--- config.mk ---
export PLATFORM = sky130hd
export DESIGN_NAME = reset_sequencer
export DESIGN_NICKNAME = d
export VERILOG_FILES = /design/src/logic/spy_hunter_pkg.sv /design/src/logic/reset_sequencer.sv
export VERILOG_INCLUDE_DIRS = /design/src /design/src/logic
export SDC_FILE = /design/constraint.sdc
export NUM_CORES = 1
export LEC_CHECK = 0
export ABC_AREA = 1
export BUFFER_PORTS_ARGS = -buffer_cell sky130_fd_sc_hd__buf_2
export CORE_AREA = 2 2 39 41
export DETAILED_ROUTE_END_ITERATION = 12
export DIE_AREA = 0 0 41 43
export MAX_ROUTING_LAYER = met4
export PLACE_DENSITY_LB_ADDON = 0.2
export SLEW_MARGIN = 20
export SYNTH_ARGS = -nofsm -noshare
export SYNTH_HDL_FRONTEND = slang
export SYNTH_SLANG_ARGS = --single-unit
--- constraint.sdc ---
create_clock -name clk_sys -period 2 [get_ports clk_sys]
set_input_delay 0.2 -clock clk_sys [delete_from_list [all_inputs] [get_ports clk_sys]]
set_output_delay 0.2 -clock clk_sys [all_outputs]
set_load 0.005 [all_outputs]
--- src/logic/spy_hunter_cfg.svh ---
`ifndef SPY_HUNTER_CFG_SVH
`define SPY_HUNTER_CFG_SVH

// ========================================
// download image layout, byte addresses
// ========================================

// main cpu and sound board roms sit below the sound deluxe area
`define SH_CSD_BASE           19'h10000

// sound deluxe roms are interleaved into 16 bit words
`define SH_SPRITE_BASE        19'h18000

// background and character roms follow, not kept here
`define SH_SPRITE_END         19'h38000

// ========================================
// driver controls
// ========================================

// pedal and steering change per video frame
`define SH_GAS_STEP           8
`define SH_STEER_STEP         4

// steering level with the wheel released
`define SH_STEER_CENTER       8'h80

// ========================================
// reset sequencing
// ========================================

`define SH_SECOND_RESET_DELAY 64

`endif

--- src/logic/spy_hunter_pkg.sv ---
package spy_hunter_pkg;

	// ========================================
	// download channel
	// ========================================

	typedef logic [18:0] dl_addr_t;
	typedef logic [7:0]  dl_byte_t;

	// ========================================
	// rom banks
	// ========================================

	typedef logic [15:0] rom_word_t;
	typedef logic [15:0] bank_addr_t;

	// index of a 32 bit sprite word, i.e. a pair of bank words
	typedef logic [14:0] sprite_addr_t;
	typedef logic [31:0] sprite_word_t;

	// pedal or steering level handed to the core
	typedef logic [7:0]  ctrl_level_t;

	// core reset sequencer
	typedef enum logic [1:0] {
		st_wait_rom,
		st_delay,
		st_run
	} rst_state_t;

endpackage

--- src/logic/reset_sequencer.sv ---
`timescale 1ns/10ps

`include "spy_hunter_cfg.svh"

module reset_sequencer import spy_hunter_pkg::*; (
	input  logic clk_sys,
	input  logic reset,
	input  logic user_reset,
	input  logic ioctl_download,
	output logic core_reset
);

	localparam int CNT_W = $clog2(`SH_SECOND_RESET_DELAY + 1);

	rst_state_t       state;
	logic             dl_d;
	logic             hold;
	logic [CNT_W-1:0] delay_cnt;

	always_ff @(posedge clk_sys) begin
		if (reset) begin
			state <= st_wait_rom;
			dl_d  <= 1'b0;
			hold  <= 1'b1;
		end else begin
			dl_d <= ioctl_download;
			if (ioctl_download) begin
				// a new image invalidates the running core
				state <= st_wait_rom;
				hold  <= 1'b1;
			end else if (user_reset && (state != st_wait_rom)) begin
				state     <= st_delay;
				hold      <= 1'b1;
				// hold is still high on the first delay edge, so count one more
				delay_cnt <= CNT_W'(`SH_SECOND_RESET_DELAY);
			end else begin
				case (state)
					st_wait_rom: begin
						if (dl_d) begin
							state     <= st_delay;
							hold      <= 1'b0;
							delay_cnt <= CNT_W'(`SH_SECOND_RESET_DELAY - 1);
						end
					end
					st_delay: begin
						// second pulse once the delay has run out
						hold <= (delay_cnt == '0);
						if (delay_cnt == '0) begin
							state <= st_run;
						end else begin
							delay_cnt <= delay_cnt - 1'b1;
						end
					end
					default: begin
						hold <= 1'b0;
					end
				endcase
			end
		end
	end

	// held while the board reset is applied
	assign core_reset = reset | hold;

endmodule

# Word level (Yosys, flattened, before mapping)
# Cells that the tools add are included.
[classes]
n_shift = 0
reduce_logical = 11
addsub = 1
div = 0
n_eq_ne = 6
n_bitwise = 3
n_mux = 9
n_lt_le_gt_ge = 0
multipliers = 0
[ops]
columns = ["operator", "count"]
rows = [
  ["$mux W7", 2],
  ["$pmux W7 S2", 1],
  ["$ne A3 B3 Y1 const B", 3],
  ["$logic_not A7 Y1", 1],
  ["$sub A7 B1 Y7 const B", 1],
  ["$reduce_and A3 Y1", 2],
  ["$reduce_and A5 Y1", 1],
  ["$mux W2", 2],
  ["$ne A2 B2 Y1 const B", 2],
  ["$pmux W2 S2", 1],
  ["$reduce_bool A2 Y1", 2],
  ["$reduce_bool A3 Y1", 1],
  ["$reduce_or A3 Y1", 1],
  ["$eq A2 B1 Y1 const B", 1],
  ["$logic_not A2 Y1", 1],
  ["$mux W1", 2],
  ["$not A1 Y1", 2],
  ["$pmux W1 S2", 1],
  ["$reduce_or A2 Y1", 1],
  ["$logic_and A1 B1 Y1", 1],
  ["$or A1 B1 Y1", 1],
]
[word_totals]
romBits = 0
ff_bits = 11
input_bits = 4
ram_bits = 0
latchBits = 0
output_inout_bits = 1
n_memories = 0
elab_cells = 35

# Depth between registers and ports, before layout
[logic_depth]
ltp_word = 4
depth_mapped = 7
ltp_nobuf = 7

# Worst setup path before layout
# Ideal clock, no wire load.
[synth_path]
kind = "register to register"
startpoint = "reg delay_cnt[0]"
endpoint = "reg delay_cnt[0], enable pin"
path_stages_with_launch = 6
t_required_ns = 1.627
setup_ns = 0.373
path_buffers = 0
arrival_time_ns = 1.151
slack_ns = 0.476
period_less_slack_ns = 1.524
path_cell_list = "edfxtp_1 inv_1 ha_1 nand2_1 nor2_4 a21oi_1"
[synth_via]
elab_chain_cells = 3
[synth_lines]
columns = ["item", "line_no", "rtl"]
rows = [
  ["start, declared", "reset_sequencer.sv:18", "logic [CNT_W-1:0] delay_cnt;"],
  ["start signal, assigned", "reset_sequencer.sv:35", "delay_cnt <= CNT_W'(`SH_SECOND_RESET_DELAY);"],
  ["start signal, assigned", "reset_sequencer.sv:42", "delay_cnt <= CNT_W'(`SH_SECOND_RESET_DELAY - 1);"],
  ["start signal, assigned", "reset_sequencer.sv:51", "delay_cnt <= delay_cnt - 1'b1;"],
  ["$logic_not A7 Y1", "reset_sequencer.sv:48", "if (delay_cnt == '0) begin"],
  ["$ne A3 B3 Y1 (no line)", "--", ""],
  ["$reduce_and A5 Y1 (no line)", "--", ""],
]
# No other way between the ends.
# A chain may end at the register's enable or synchronous reset.

# Worst setup path in the final report
[layout_path]
startpoint = "reg delay_cnt[0]"
endpoint = "reg delay_cnt[2], enable pin"
# The elaborated chain is that of the path after synthesis.

==> results.cfg <==
[timing]
layout_min_cycle_time_ns = 1.682
period_share_pct = 84.11
worst_rel_slew_slack_pct = 55.63
timing.final.max_slew_violations = 0
fin_setup_tns_ns = 0
finalHoldViolCount = 0
max_clock_freq_mhz = 594.5
skew_ns = 0.007095
unrepaired_setup_endpoints_after_global_routing = false
timing_worst_slew_pin_value_ns = 0.6656
setup_viol = 0

[cts]
clock-root-buffer = clkbuf_4
worst_skew_pair.late_latency_ns = 0.27
clock_sinks = 11
clock_slew_at_reported_path_ffs_ns = 0.07
cts_max_path_buffers = 2
cts_repair_resize_count = 0
ctsHtreeMaxLevel = 1
hold_buffers = 0
clock_tree_from_tritoncts = done
numCtsBuffers = 3
post_cts.repair.setup_buffers = 0

[detailed_routing]
avgRoutedWirePerCell_um = 10.40
detail-route-antenna-nets = 0
first_pass_iteration_count_of_the_detailed_router = 4
wirelength_um = 1040
number_of_vias_per_cell = 5.110
dr_total_vias = 511
drt_drc_violations_left = 0
drt_iter0_drc = 17

[power]
vdd_drop_max_uv = 446.1
leakage_nw = 0.3024
power-per-cell-area_nw_per_um2 = 623.3

[worst_setup_path]
critPathRequiredTime_ns = 1.90
timing_worst_setup_path_type = reg -> reg
arrival_ns = 1.58
worstSetupStartpointType = flop
sort_of_element_at_the_end_of_the_critical_path = flop
critical_path.max_fanout = 7

[finish]
drive_above_1_share_pct = 23.81
final_nets = 91
layout_common_cells = 12 x nand2_1, 10 x inv_1, 7 x nor2_1, 7 x edfxtp_1, 5 x nand3_1
diodes = 0
layout_commonest_cell = nand2_1
final-instance-count-excl-fill = 100
flow.area_growth_from_synthesis_pct = 10.23
nFillCells = 121

[die]
io_pins = 5
core_um2 = 1384
total_die_area_um2 = 1763
start_util_pct = 46.84
die_y_um = 43
core.rowCount = 14
die-width_um = 41

[yosys]
post-synth-top-area-fraction_pct = 32.43
yosys_register_bits = 11
synth_area_leader_cell = edfxtp_1
yosysUniqueCellTypes = 22
netlist_top_cells_area = edfxtp_1 32%, dfxtp_1 12%, nand2_1 6.9%, nor2_4 6.9%, inv_1 5.8%
number_of_standard_cells_after_synthesis = 76
yosys_warnings = 0
synth.yosys.seq_area_share_pct = 44.79
mappedNetlistNets = 82
post_synth.cell_area_avg_um2 = 8.528
synth.cell_area_um2 = 648.1

[run_status]
run_status = finished clean

[hold_path]
worst_hold_path_type = in -> reg

[global_routing]
grt_first_pass_wirelength_um = 1897
globalRouteTotalUtil_pct = 16.35
first_global_vias = 454
antenna_violations_before_repair = 0
grt_start_max_net_pins = 9
globalRouteOverflowTotal = 0

[flow_run]
timing.max_cap.violations = 0

[placement]
placement.io_buffers = 4
dp.final_hpwl_um = 795
finalWeightedCongestion = 0.8258
dp_cells = 96
[sequential cells by signal, summed over array words and instances, names as in the netlist]
name       cells
delay_cnt      7
dl_d           1
hold           1
state          2
[report_power, final]
group | switching, mW | internal (mW)
clock network | 0.0700 | 0.0771
logic | 0.0283 | 0.0162
registers | 0.00423 | 0.249
[critical path, stage by stage, from the launching register on]
cell and delay [ns]:
edfxtp_1 0.34, inv_1 0.10, ha_1 0.20, nand2_1 0.10, nor2_4 0.05, a21oi_1 0.52
[final timing paths]
path / startpoint / endpoint / slack (ns) / cells past startpoint
hold reg to reg: hold$_SDFFE_PP1P_ / hold$_SDFFE_PP1P_ / 0.48 / 2
setup / recovery: delay_cnt[0]$_SDFFCE_PP0P_ / delay_cnt[2]$_SDFFCE_PP0P_ / 0.32 / 5
hold / removal: reset / dl_d$_SDFF_PP0_ / 0.11 / 2
setup reg to reg: delay_cnt[0]$_SDFFCE_PP0P_ / delay_cnt[2]$_SDFFCE_PP0P_ / 0.32 / 5
[synthesized netlist by cell type]
| cell | n |
|---|---|
| nor2_2 | 1 |
| ha_1 | 2 |
| dfxtp_1 | 4 |
| o21ai_1 | 2 |
| o21ai_0 | 2 |
| a31oi_1 | 2 |
| nand2_1 | 12 |
| inv_1 | 10 |
| a21oi_1 | 3 |
| nor2_4 | 4 |
| inv_2 | 1 |
| a21boi_1 | 1 |
| nand4_1 | 2 |
| nand3_1 | 5 |
| nand2_4 | 1 |
| nor3_1 | 1 |
| inv_4 | 2 |
| edfxtp_1 | 7 |
| nor2_1 | 7 |
| nand2_2 | 3 |
| nand3b_1 | 3 |
| or2_2 | 1 |
[final cells by class]
class                   count  area [µm²]  area share, %
multi-input cells          52       304.0          42.56
well taps                  16       20.02          2.802
clock buffers               4       26.28          3.678
inverters                  13       53.80          7.531
repair buffers              4       20.02          2.802
flip-flops and latches     11       290.3          40.63
[routing by layer]
layer  GRT usage [%]  up-vias  part of all wire (%)
li1                -      268                     -
met1           23.89      227                    53
met2           21.25       11                    40
met3           3.141        5                   4.2
met4           8.000        0                   2.3
met5               -        -                     0
[through the flow]
stage                     setup slack [ns]  power, mW  hold WS (ns)  util [%]  cell area (µm²)
after global routing                0.1781     0.4704        0.1216     51.63            714.4
final                               0.3178     0.4453        0.1058     51.63            714.4
after floorplan                     0.4759     0.2904        0.2712         -            648.1
after detailed placement            0.2896     0.3034        0.3894     49.73            688.2
after global placement              0.3134     0.3038        0.3853     49.73            688.2
after CTS                           0.2793     0.4495        0.1060     51.63            714.4
[logic make-up after synthesis]
logic type	share of synthesized area, %
compound gates	8.494
fa+ha+maj	3.860
buf+inv	8.301
flops	44.79
simple gates	34.56
Note: power is estimated with default switching activity, not from simulation.
