<file path="config.mk">
export PLATFORM = sky130hd
export DESIGN_NAME = driver_controls
export DESIGN_NICKNAME = d
export VERILOG_FILES = /design/src/logic/spy_hunter_pkg.sv /design/src/logic/driver_controls.sv
export VERILOG_INCLUDE_DIRS = /design/src /design/src/logic
export SDC_FILE = /design/constraint.sdc
export NUM_CORES = 1
export LEC_CHECK = 0
export ABC_AREA = 0
export ABC_CLOCK_PERIOD_IN_PS = 2300
export BUFFER_PORTS_ARGS = -buffer_cell sky130_fd_sc_hd__buf_4
export CAP_MARGIN = 20
export CORE_MARGIN = 4
export CORE_UTILIZATION = 35
export CTS_CLUSTER_DIAMETER = 60
export DETAILED_ROUTE_END_ITERATION = 6
export PLACE_DENSITY = 0.56
export SLEW_MARGIN = 20
export SYNTH_ARGS = -nofsm -noshare
export SYNTH_HDL_FRONTEND = slang
export SYNTH_SLANG_ARGS = --single-unit
</file>
<file path="constraint.sdc">
create_clock -name clk_sys -period 2.3 [get_ports clk_sys]
set_clock_uncertainty 0.05 [all_clocks]
set_input_delay 0.115 -clock clk_sys [delete_from_list [all_inputs] [get_ports clk_sys]]
set_output_delay 0.115 -clock clk_sys [all_outputs]
set_load 0.01 [all_outputs]
</file>
<file path="src/logic/spy_hunter_cfg.svh">
`ifndef SPY_HUNTER_CFG_SVH
`define SPY_HUNTER_CFG_SVH

// ========================================
// download image layout, byte addresses
// ========================================

// main cpu and sound board roms sit below the sound deluxe area
`define SH_CSD_BASE           19'h10000

// sound deluxe roms are interleaved into 16 bit words
`define SH_SPRITE_BASE        19'h18000

// background and character roms follow, not kept here
`define SH_SPRITE_END         19'h38000

// ========================================
// driver controls
// ========================================

// pedal and steering change per video frame
`define SH_GAS_STEP           8
`define SH_STEER_STEP         4

// steering level with the wheel released
`define SH_STEER_CENTER       8'h80

// ========================================
// reset sequencing
// ========================================

`define SH_SECOND_RESET_DELAY 64

`endif

</file>
<file path="src/logic/spy_hunter_pkg.sv">
package spy_hunter_pkg;

	// ========================================
	// download channel
	// ========================================

	typedef logic [18:0] dl_addr_t;
	typedef logic [7:0]  dl_byte_t;

	// ========================================
	// rom banks
	// ========================================

	typedef logic [15:0] rom_word_t;
	typedef logic [15:0] bank_addr_t;

	// index of a 32 bit sprite word, i.e. a pair of bank words
	typedef logic [14:0] sprite_addr_t;
	typedef logic [31:0] sprite_word_t;

	// pedal or steering level handed to the core
	typedef logic [7:0]  ctrl_level_t;

	// core reset sequencer
	typedef enum logic [1:0] {
		st_wait_rom,
		st_delay,
		st_run
	} rst_state_t;

endpackage

</file>
<file path="src/logic/driver_controls.sv">
`timescale 1ns/10ps

`include "spy_hunter_cfg.svh"

module driver_controls import spy_hunter_pkg::*; (
	input  logic        clk_sys,
	input  logic        core_reset,
	input  logic        vsync,
	input  logic        gas_up,
	input  logic        gas_down,
	input  logic        steer_left,
	input  logic        steer_right,
	input  logic        shift_button,
	input  logic        coin,
	output ctrl_level_t gas,
	output ctrl_level_t steering,
	output logic        shift_state
);

	localparam ctrl_level_t GAS_STEP   = ctrl_level_t'(`SH_GAS_STEP);
	localparam ctrl_level_t STEER_STEP = ctrl_level_t'(`SH_STEER_STEP);
	localparam ctrl_level_t LEVEL_MAX  = 8'hff;
	localparam ctrl_level_t LEVEL_MIN  = 8'h00;

	logic        vsync_d;
	logic        shift_d;
	logic        frame_tick;
	logic        shift_press;
	ctrl_level_t gas_next;
	ctrl_level_t steer_next;

	// move one step toward target without passing it
	function automatic ctrl_level_t step_toward(
		input ctrl_level_t level,
		input ctrl_level_t target,
		input ctrl_level_t step
	);
		ctrl_level_t result;
		if (level < target) begin
			result = ((target - level) > step) ? level + step : target;
		end else if (level > target) begin
			result = ((level - target) > step) ? level - step : target;
		end else begin
			result = level;
		end
		return result;
	endfunction

	always_ff @(posedge clk_sys) begin
		if (core_reset) begin
			vsync_d <= 1'b0;
			shift_d <= 1'b0;
		end else begin
			vsync_d <= vsync;
			shift_d <= shift_button;
		end
	end

	assign frame_tick  = vsync && !vsync_d;
	assign shift_press = shift_button && !shift_d;

	// ========================================
	// pedal and steering ramps
	// ========================================

	// up wins over down, no button keeps the pedal where it is
	always_comb begin
		if (gas_up) begin
			gas_next = step_toward(gas, LEVEL_MAX, GAS_STEP);
		end else if (gas_down) begin
			gas_next = step_toward(gas, LEVEL_MIN, GAS_STEP);
		end else begin
			gas_next = gas;
		end
	end

	// a released wheel drifts back to center
	always_comb begin
		if (steer_right) begin
			steer_next = step_toward(steering, LEVEL_MAX, STEER_STEP);
		end else if (steer_left) begin
			steer_next = step_toward(steering, LEVEL_MIN, STEER_STEP);
		end else begin
			steer_next = step_toward(steering, `SH_STEER_CENTER, STEER_STEP);
		end
	end

	always_ff @(posedge clk_sys) begin
		if (core_reset) begin
			gas      <= LEVEL_MIN;
			steering <= `SH_STEER_CENTER;
		end else if (frame_tick) begin
			gas      <= gas_next;
			steering <= steer_next;
		end
	end

	// ========================================
	// gear latch
	// ========================================

	// coin drops back to low gear for a new game
	always_ff @(posedge clk_sys) begin
		if (core_reset) begin
			shift_state <= 1'b0;
		end else if (coin) begin
			shift_state <= 1'b0;
		end else if (shift_press) begin
			shift_state <= ~shift_state;
		end
	end

endmodule

</file>
==> Word level (Yosys, flattened, before mapping) <==
Cells that the tools add are included.
{ "op_classes": {"muxes": 24, "reduce_logical": 10, "bitwise": 1, "magnitude_cmp": 20, "addsub": 12, "eq_ne": 3} }
{ "ops": {"columns": ["operator", "n"], "rows": [
  ["$mux W8", 24],
  ["$gt A8 B3 Y1 const B", 6],
  ["$gt A8 B4 Y1 const B", 4],
  ["$gt A8 B8 Y1 const B", 3],
  ["$lt A8 B8 Y1 const B", 3],
  ["$sub A8 B8 Y8 const A", 3],
  ["$sub A8 B8 Y8 const B", 3],
  ["$gt A8 B1 Y1 const B", 2],
  ["$lt A8 B1 Y1 const B", 2],
  ["$sub A1 B8 Y8 const A", 2],
  ["$add A8 B3 Y8 const B", 1],
  ["$add A8 B4 Y8 const B", 1],
  ["$reduce_and A4 Y1", 2],
  ["$sub A8 B3 Y8 const B", 1],
  ["$sub A8 B4 Y8 const B", 1],
  ["$ne A3 B1 Y1 const B", 2],
  ["$ne A4 B1 Y1 const B", 1],
  ["$reduce_bool A4 Y1", 1],
  ["$reduce_bool A3 Y1", 1],
  ["$logic_and A1 B1 Y1", 2],
  ["$logic_not A1 Y1", 2],
  ["$reduce_bool A2 Y1", 1],
  ["$reduce_or A2 Y1", 1],
  ["$not A1 Y1", 1]
]} }
{ "word_totals": {"output_inout_bits": 17, "elab_cells": 75, "input_bits": 9, "ff_bits": 19} }

==> Depth between registers and ports, before layout <==
Gate-level depths: netlist of run 1.
{ "depth": {"depth_word": 7, "ltp_mapped": 9, "ltp_nobuf": 8} }

==> Least setup slack after synthesis of run 1 <==
No wires, ideal clock.
{ "synth_path": {"path_kind": "register to register", "from": "register steering[2]", "to": "register steering[4]", "setup_time_ns": 0.124, "arrival_ns": 2.061, "stages_incl_launch_ff": 9, "t_required_ns": 2.126, "period_less_slack_ns": 2.236, "path_buffers": 0, "path_slack_ns": 0.064, "cell_sequence": "dfxtp_1 > inv_1 > ha_1 > nor2b_2 > xnor2_1 > o31ai_1 > nand4_1 > a2111oi_4 > nor4_2"} }
{ "synth_via": {"elab_chain_len": 7, "word_cells_on_any_way": 37, "cone_classes": "add/sub: 7; order compare: 12; eq/ne: 2; mux: 14; reduce/logical: 2"} }
{ "synth_lines": {"columns": ["element", "line", "text"], "rows": [
  ["from (decl)", "driver_controls.sv:16", "output ctrl_level_t steering,"],
  ["from (signal assigned)", "driver_controls.sv:91", "steering <= `SH_STEER_CENTER;"],
  ["from (signal assigned)", "driver_controls.sv:94", "steering <= steer_next;"],
  ["$sub A8 B8 Y8", "driver_controls.sv:42", "result = ((level - target) > step) ? level - step : target;"],
  ["$gt A8 B3 Y1", "driver_controls.sv:42", null],
  ["$mux W8", "driver_controls.sv:42", null],
  ["$mux W8", "driver_controls.sv:41", "end else if (level > target) begin"],
  ["$mux W8", "driver_controls.sv:39", "if (level < target) begin"],
  ["$mux W8", "driver_controls.sv:81", "end else if (steer_left) begin"],
  ["$mux W8", "driver_controls.sv:79", "if (steer_right) begin"]
]} }
Several ways; a longest one is shown, not always the timed one. The select of a mux whose other input is x is not followed.
A chain may end at the register's enable or synchronous reset.

==> Worst setup path after layout of run 1 <==
{ "layout_path": {"from": "register steering[0]", "to": "register steering[6]"} }
The elaborated chain is that of the path after synthesis.

==> flow_summary.toml, run 1 <==
[clock_network]
root_buffer = "clkbuf_8"
clkTransAtPathRegs_ns = 0.06
htreeDepth = 1
tritoncts_num_sinks = 16
cts_inserted_buffers = 3
worst_skew_pair.late_latency_ns = 0.24
cts_tree = "yes"
ctsLongestPathBuffers = 2

[power]
combinationalPowerShare = 0.427
finalPower_uw = 929
switchingPower_uw = 340
cell_internal_pwr_uw = 588
leakagePower_nw = 0.808
power_density_mw_per_mm2 = 451
netSwitchingFraction = 0.366
power.share.sequential = 0.355
peakVddDrop_mv = 0.227
clkPwrFrac = 0.218

[setup_path]
start_kind = "flip-flop"
critical_path_class = "reg2reg"
cp_data_required_time_ns = 2.36
timing.reg2reg.setup_slack_ns = 0.23
crit_end_category = "flip-flop"
crit_chain = "inv_1 > ha_1 > nor2b_2 > xnor2_1 > o31ai_1 > nand4_1 > buf_4 > a31oi_1 > a311oi_1"
slowest_delay_ns = 0.32
worst_path_max_delay_cell = "dfxtp_1"
cp_data_arrival_time_ns = 2.13
critical_path_peak_fanout = 4

[synthesis]
postSynth.topFlopCell = "dfxtp_1"
synthesis.area_per_instance_um2 = 7.73
synth_top_area_frac = 0.182
synth.area.top_cells = "dfxtp_1, ha_1, nor2_1"
yosys_warnings = 0
synth_enable_flop_cells = 0
yosys.cell_types.count = 60
synthesis.area_mm2 = 0.00176
syn_nets = 252
postSynthRegisterBits = 16
synth.yosys.seq_area_share = 0.182
gate_count_post_synth = 227
asyncSetResetFlopFracSynth = 0
synth_largest_area_cell = "dfxtp_1"

[placed_design]
placedInstanceArea_mm2 = 0.00201
gpl.final_weighted_congestion = 0.833
portBuffers = 25
place_ws_ns = 0.231
hpwlAfterDp_um = 3490

[layout]
layout-area-overhead-vs-synth_pct = 17.3
number_of_fill_cells_in_the_layout = 503
antenna_cells = 0
multi_input_area_mm2 = 0.00128
postLayoutCellArea_mm2 = 0.00206
most_common_library_cell_in_the_layout_ignoring_fill_and_taps = "buf_4"
layout.cells.most_common_list = "buf_4, nor2_1, ha_1"
nNetsFinal = 278
post_route_cells_drive_above_1_share = 0.215
final-seq-area_um2 = 322

[sta]
max_slew_margin = 0.664
fin_setup_tns_ns = 0
setup_viol = 0
final_max_slew_viol_count = 0
rsz0062_at_grt = "false"
final_worst_path_setup_slack_ns = 0.227
worst_pin_slew_ns = 0.504
hold_viol_final = 0
finalCritPeriodShare = 0.901
holdWs_ns = 0.0417
finalCriticalPeriod_ns = 2.07
max_freq_ghz = 0.482

[grt]
grtUsageMet2 = 0.220
antenna_violations_before_repair = 0
grt_most_used_layer = "met1"
grt_use_met1 = 0.236
gr-total-overflow = 0
first_pass_grt_wire_length_um = 7780
grt_start_max_net_pins = 18
global_route.usage.met3 = 0.0295
grt_util_all_layers = 0.154
first_global_vias = 1559

[route]
finalWirelength_um = 4510
drt_first_pass_iters = 4
routed-via-count = 1739
drcViolationCount = 0
antenna_violating_nets_post_route = 0
drt_first_iter_violations = 159
route.detailed.vias_per_inst = 5.47
routed_wire_length_per_instance_um = 14.2

[floorplan]
die-width_um = 78.8
num_io_pins = 26
std_cell_rows = 25
die_y_extent_um = 78.8
core_area_mm2 = 0.00479
initial_core_util = 0.367
die_area_mm2 = 0.00621

[job]
max_cap_viol_count = 0

[min_path]
worstHoldPathType = "in2reg"

[outcome]
outcome = "finished clean"
## per-layer routing
layer / part of all wire / vias to the layer above
met5: 0 / -
li1: - / 882
met4: 0.0064 / 0
met3: 0.064 / 4
met2: 0.43 / 48
met1: 0.50 / 805
## power groups by stage
stage               combinational, mW  sequential, mW  clock (mW)
floorplan                       0.287           0.329           0
global placement                0.398           0.337           0
detailed placement              0.394           0.336           0
CTS                             0.397           0.329       0.215
global route                    0.438           0.335       0.235
finish                          0.396           0.330       0.202
## sequential cells by signal, indices dropped and copies added (netlist names)
register / flops
vsync_d: 1
gas: 6
shift_state: 1
shift_d: 1
steering: 7
## synth_stat cells (5+ instances only)
cell type  number
nand2_1        12
o21ai_0        11
ha_1           16
o211ai_1        5
nor2_1         20
a21oi_1        14
nand4_1         5
nor3_1          6
buf_4           6
nand3_1        11
xnor2_1         6
dfxtp_1        16
o21ai_1         5
o21a_1          6
inv_1          12
nor2b_1         6
## worst max-delay path: cells and delay by family (launching register included)
| kind | cells | cell delay (ns) |
|---|---|---|
| compound gates | 3 | 0.54 |
| xor+xnor | 1 | 0.12 |
| fa+ha+maj | 1 | 0.23 |
| buf+inv | 2 | 0.30 |
| flops | 1 | 0.32 |
| simple gates | 2 | 0.38 |
## cell families after synthesis
| family | Yosys count | synth area share |
|---|---|---|
| simple gates | 84 | 0.262 |
| compound gates | 72 | 0.303 |
| buf+inv | 29 | 0.0862 |
| fa+ha+maj | 17 | 0.122 |
| flops | 16 | 0.182 |
| xor+xnor | 9 | 0.0449 |
## cell type report
cell class	instances	area share
Clock buffer	3	0.0200
Inverter	13	0.0237
Multi-Input combinational cell	182	0.623
Sequential cell	16	0.156
Tap cell	67	0.0407
Timing Repair Buffer	37	0.136
## stage by stage
stage,util,instances
floorplan,-,227
global placement,0.419,314
detailed placement,0.419,314
CTS,0.430,318
global route,0.430,318
finish,0.430,318
## path summary, 6_finish.rpt
path / start / endpoint / depth (start not counted)
setup reg to reg: steering[0] / steering[6] / 9
setup / recovery: steering[0] / steering[6] / 9
hold reg to reg: shift_state / shift_state / 2
hold / removal: shift_button / shift_d / 2
## timing repair
action                     in CTS  in global routing
setup buffers                   0                  0
setup endpoints to repair       0                  1
hold endpoints to repair        1                  0
resized for setup               0                  1
hold buffers                    1                  0
No activity file was read; power rests on OpenSTA's default activity.
==> inputs of run 2 (changes only) <==
--- a/config.mk
+++ b/config.mk
@@ -6,7 +6,7 @@
 export SDC_FILE = /design/constraint.sdc
 export NUM_CORES = 1
 export LEC_CHECK = 0
-export ABC_AREA = 0
+export ABC_AREA = 1
 export ABC_CLOCK_PERIOD_IN_PS = 2300
 export BUFFER_PORTS_ARGS = -buffer_cell sky130_fd_sc_hd__buf_4
 export CAP_MARGIN = 20
==> flow_summary.toml, run 2 <==
[floorplan]
die_area_mm2 = 0.00661
die_y_extent_um = 81.3
core_area_mm2 = 0.00514
std_cell_rows = 26
die-width_um = 81.3
num_io_pins = 26
initial_core_util = 0.366

[layout]
nNetsFinal = 383
registers.top_by_ff_count = "steering"
postLayoutCellArea_mm2 = 0.00218
most_common_library_cell_in_the_layout_ignoring_fill_and_taps = "nand2_1"
final_core_utilization = 0.425
top_regs = "steering: 7 flops, gas: 6 flops"
antenna_cells = 0
post_route_cells_drive_above_1_share = 0.118
layout.cells.most_common_list = "nand2_1, nor2_1, inv_1"
layout-area-overhead-vs-synth_pct = 16.2
max_ffs_per_register = 7

[clock_network]
htreeDepth = 1
worst_skew_pair.late_latency_ns = 0.25
cts_tree = "yes"
cts_inserted_buffers = 3
root_buffer = "clkbuf_8"
cts_setup_buffers = 0
tritoncts_num_sinks = 16
ctsLongestPathBuffers = 2
cts_stage_hold_buffer_count = 0
post_cts_resized = 0
clkTransAtPathRegs_ns = 0.07

[sta]
holdWs_ns = 0.0180
rsz0062_at_grt = "false"
max_slew_margin = 0.618
finalCriticalPeriod_ns = 2.04
fin_setup_tns_ns = 0
hold_viol_final = 0
worst_pin_slew_ns = 0.572
finalCritPeriodShare = 0.885
final_max_slew_viol_count = 0
max_freq_ghz = 0.491
setup_viol = 0

[synthesis]
postSynth.topFlopCell = "dfxtp_1"
synth_top_cells_by_count = "nand2_1, nor2_1, inv_1, nand3_1, a21oi_1"
gate_count_post_synth = 331
asyncSetResetFlopFracSynth = 0
postSynthRegisterBits = 16
synth_top_area_frac = 0.196
yosys.cell_types.count = 28
synthesis.area_per_instance_um2 = 5.68
synth_enable_flop_cells = 0
synthesis.area_mm2 = 0.00188
synthMostInstantiatedCell = "nand2_1"
syn_nets = 358
synth_largest_area_cell = "nand2_1"
yosys_warnings = 0
synth.area.top_cells = "nand2_1, dfxtp_1, ha_1"
synth.yosys.seq_area_share = 0.170

[route]
drt_first_pass_iters = 4
drcViolationCount = 0
routed-via-count = 2127
route.detailed.vias_per_inst = 5.00
finalWirelength_um = 5330
drt_first_iter_violations = 152
antenna_violating_nets_post_route = 0
routed_wire_length_per_instance_um = 12.5

[grt]
antenna_violations_before_repair = 0
gr-total-overflow = 0
grt_start_max_net_pins = 16
first_global_vias = 1877
first_pass_grt_wire_length_um = 9100
grt_util_all_layers = 0.175

[min_path]
worstHoldPathType = "in2reg"

[power]
finalPower_mw = 1.09
leakagePower_nw = 1.18
peakVddDrop_mv = 0.289
power_density_mw_per_mm2 = 501

[setup_path]
cp_data_required_time_ns = 2.40
start_kind = "flip-flop"
critical_path_class = "reg2reg"
cp_data_arrival_time_ns = 2.13
crit_end_category = "flip-flop"
critical_path_peak_fanout = 15

[placed_design]
portBuffers = 25
placedInstanceArea_mm2 = 0.00213
gpl.final_weighted_congestion = 0.897
hpwlAfterDp_um = 4180

[outcome]
outcome = "finished clean"

[job]
max_cap_viol_count = 0
==> run 2: cell count changes in the layout (fill, tap and decap cells not counted), sizes merged, moves of 4 or more <==
| cell | change |
|---|---|
| a21oi | +7 |
| buf | -6 |
| inv | +32 |
| nand2 | +87 |
| nand2b | -4 |
| nand3 | +18 |
| nor2 | +25 |
| nor2b | -8 |
| nor3 | -4 |
| o211ai | -4 |
| o21a | -6 |
| o21ai | +6 |
==> run 2: area by class of cell <==
| cell class | instances | area (um2) |
|---|---|---|
| fill | 574 | 2960 |
| multi-input combinational | 260 | 1330 |
| sequential | 16 | 320 |
| timing repair buffer | 30 | 225 |
| inverter | 45 | 169 |
| tap | 70 | 87.6 |
| clock buffer | 4 | 55.1 |
==> run 2: path summary, 6_finish.rpt <==
check	from	end	slack (ns)	depth (start not counted)
worst max-delay path	steering[4]	steering[2]	0.26	9
worst min register to register	shift_state	shift_state	0.41	1
worst max register to register	steering[4]	steering[2]	0.26	9
worst min-delay path	shift_button	shift_d	0.02	3
==> run 2: layer usage <==
metal | up-vias | GRT usage | share of wire
met4 | 0 | 0.0574 | 0.0096
met3 | 4 | 0.0211 | 0.048
met1 | 965 | 0.261 | 0.51
li1 | 1095 | - | -
met5 | - | 0 | 0
met2 | 63 | 0.256 | 0.43
==> run 2: critical path: stages (launching register included) <==
cell and delay, ns:
dfxtp_1 0.69, nor2_1 0.22, nand2_1 0.15, nor2_1 0.06, nor2_1 0.20, nand2_2 0.18, inv_2 0.14, nand2_1 0.06
a21oi_1 0.12, nor2_1 0.06
==> run 2: per-stage QoR <==
stage | worst slack (ns) | instances
floorplan | 0.467 | 331
global placement | 0.240 | 421
detailed placement | 0.315 | 421
CTS | 0.290 | 425
global route | 0.0619 | 425
finish | 0.265 | 425
==> run 2: report_power, final <==
| part | total [mW] | internal, mW | switching [mW] |
|---|---|---|---|
| Clock | 0.264 | 0.152 | 0.112 |
| Sequential | 0.342 | 0.300 | 0.0418 |
| Combinational | 0.489 | 0.183 | 0.306 |
==> run 2: cells by family (layout without fill, tap and decap cells) <==
group           after synthesis  after routing  share of synthesized area
flops                        16             16                      0.170
buf+inv                      55             79                      0.124
simple gates                186            186                      0.414
fa+ha+maj                    18             18                      0.120
compound gates               48             48                      0.134
xor+xnor                      8              8                     0.0373
==> inputs of run 3 (changes only) <==
--- a/config.mk
+++ b/config.mk
@@ -7,7 +7,7 @@
 export NUM_CORES = 1
 export LEC_CHECK = 0
 export ABC_AREA = 1
-export ABC_CLOCK_PERIOD_IN_PS = 2300
+export ABC_CLOCK_PERIOD_IN_PS = 1900
 export BUFFER_PORTS_ARGS = -buffer_cell sky130_fd_sc_hd__buf_4
 export CAP_MARGIN = 20
 export CORE_MARGIN = 4
==> constraint.sdc (replaced) <==
create_clock -name clk_sys -period 1.9 [get_ports clk_sys]
set_clock_uncertainty 0.05 [all_clocks]
set_input_delay 0.095 -clock clk_sys [delete_from_list [all_inputs] [get_ports clk_sys]]
set_output_delay 0.095 -clock clk_sys [all_outputs]
set_load 0.01 [all_outputs]
==> flow_summary.toml, run 3 (same netlist as run 2, synthesis figures left out) <==
[outcome]
outcome = "finished clean"

[setup_path]
rr_worst_depth = 12
r2r_start = "steering[2]"
crit_end_category = "flip-flop"
critical_path_cell_count = 12
cp_data_required_time_ns = 1.99
start_kind = "flip-flop"
timing.reg2reg.setup_slack_ns = 0.09
worst-path-buf-inv = 2
crit_chain = "buf_6 > ha_2 > buf_4 > nand4_1 > nand2_2 > nand2_1 > nand3_1 > nand2_1 > nand2_1 > nand2_1 > nor2_1 > nor2_1"
slowest_delay_ns = 0.36
critical_path_class = "reg2reg"
critPathTopFamily = "simple AND/OR/NAND/NOR gates"
capture_point_of_the_worst_reg_to_reg_path = "steering[5]"
cp_data_arrival_time_ns = 1.90
worst_path_max_delay_cell = "dfxtp_2"
worst_path_most_repeated_cell = "nand2_1"
critical_path_peak_fanout = 8

[clock_network]
ctsLongestPathBuffers = 2
clkTransAtPathRegs_ns = 0.07
htreeDepth = 1
cts_stage_hold_buffer_count = 0
tritoncts_num_sinks = 16
cts_tree = "yes"
cts_inserted_buffers = 3
worst_skew_pair.late_latency_ns = 0.25
root_buffer = "clkbuf_8"

[placed_design]
hpwlAfterDp_um = 4450
place_ws_ns = 0.0394
portBuffers = 25
gpl.final_weighted_congestion = 0.931

[route]
route.detailed.vias_per_inst = 4.90
drt_first_iter_violations = 115
routed_wire_length_per_instance_um = 12.2
routed-via-count = 2181
antenna_violating_nets_post_route = 0
drcViolationCount = 0
drt_first_pass_iters = 4
finalWirelength_um = 5420

[layout]
nNetsFinal = 403
antenna_cells = 0
most_common_library_cell_in_the_layout_ignoring_fill_and_taps = "nand2_1"
multi_input_area_mm2 = 0.00135
final-seq-area_um2 = 325
layout-area-overhead-vs-synth_pct = 26.8
number_of_fill_cells_in_the_layout = 589
post_route_cells_drive_above_1_share = 0.195
registers.top_by_ff_count = "steering"
layout.cells.most_common_list = "nand2_1, buf_4, nor2_1"
max_ffs_per_register = 7
top_regs = "steering: 7 flops, gas: 6 flops"

[sta]
final_max_slew_viol_count = 0
setup_viol = 0
hold_viol_final = 0
finalCriticalPeriod_ns = 1.81
worst_pin_slew_ns = 0.348
max_slew_margin = 0.767
finalCritPeriodShare = 0.951
max_freq_ghz = 0.554
final_worst_path_setup_slack_ns = 0.0940

[power]
power_density_mw_per_mm2 = 585
finalPower_mw = 1.39
leakagePower_nw = 1.29
peakVddDrop_mv = 0.401

[min_path]
number_of_cells_traversed_by_the_worst_hold_path = 3
hold_path.startpoint = "shift_button"
worstHoldPathType = "in2reg"
holdPathEnd = "shift_d"

[floorplan]
die_area_mm2 = 0.00661
num_io_pins = 26
core_area_mm2 = 0.00514
die_y_extent_um = 81.3
die-width_um = 81.3
initial_core_util = 0.366
std_cell_rows = 26

[grt]
first_global_vias = 1964
antenna_violations_before_repair = 0
gr-total-overflow = 0
grt_start_max_net_pins = 11
first_pass_grt_wire_length_um = 9180
grt_util_all_layers = 0.176

[job]
max_cap_viol_count = 0
## run 3: cell types whose count changed in the layout (fill, tap and decap cells not counted), sizes merged
| cell | previous run | this run |
|---|---|---|
| buf | 30 | 50 |
## run 3: final cells by class
cell class | instances | share of cell area
Multi-Input combinational cell | 260 | 0.567
Timing Repair Buffer | 50 | 0.164
Sequential cell | 16 | 0.137
Inverter | 45 | 0.0720
Tap cell | 70 | 0.0368
Clock buffer | 4 | 0.0231
## run 3: per-layer routing
layer  wire, um  part of all wire  GRT usage
met1       2610              0.48      0.247
met2       2370              0.44      0.265
met3        293             0.054     0.0299
met4        150             0.028     0.0709
met5          0                 0          0
## run 3: worst max-delay path by stage
stage	from	slack (ns)	to
2_1_floorplan	steering[2]	0.07	steering[5]
3_3_place_gp	steering[2]	0.04	steering[5]
3_5_place_dp	steering[2]	0.04	steering[5]
4_1_cts	steering[2]	0.03	steering[5]
5_1_grt	steering[2]	-0.01	steering[4]
6_report	steering[2]	0.09	steering[5]
## run 3: timing repair
| item | in CTS | in global routing |
|---|---|---|
| setup endpoints to repair | 0 | 7 |
| buffers inserted | 0 | 1 |
| gates resized for setup | 0 | 15 |
## run 3: worst min-delay path: stages
cell and delay (ns):
buf_4 0.08, inv_1 0.04, nor2_1 0.07
## run 3: metrics by stage
step,utilization,cells,instance area (um2),hold WS [ns],TNS (ns)
global route,0.463,445,2380,0.0101,-0.0146
detailed placement,0.444,440,2280,0.268,0
finish,0.463,445,2380,0.0123,0
global placement,0.444,440,2280,0.262,0
CTS,0.455,444,2340,0.00953,0
floorplan,-,331,1880,0.114,0
## run 3: where the power goes
group / total [mW] / switching (mW) / internal, mW
logic: 0.684 / 0.405 / 0.279
registers: 0.402 / 0.0370 / 0.365
clock network: 0.309 / 0.125 / 0.184
total: 1.39 / 0.567 / 0.828
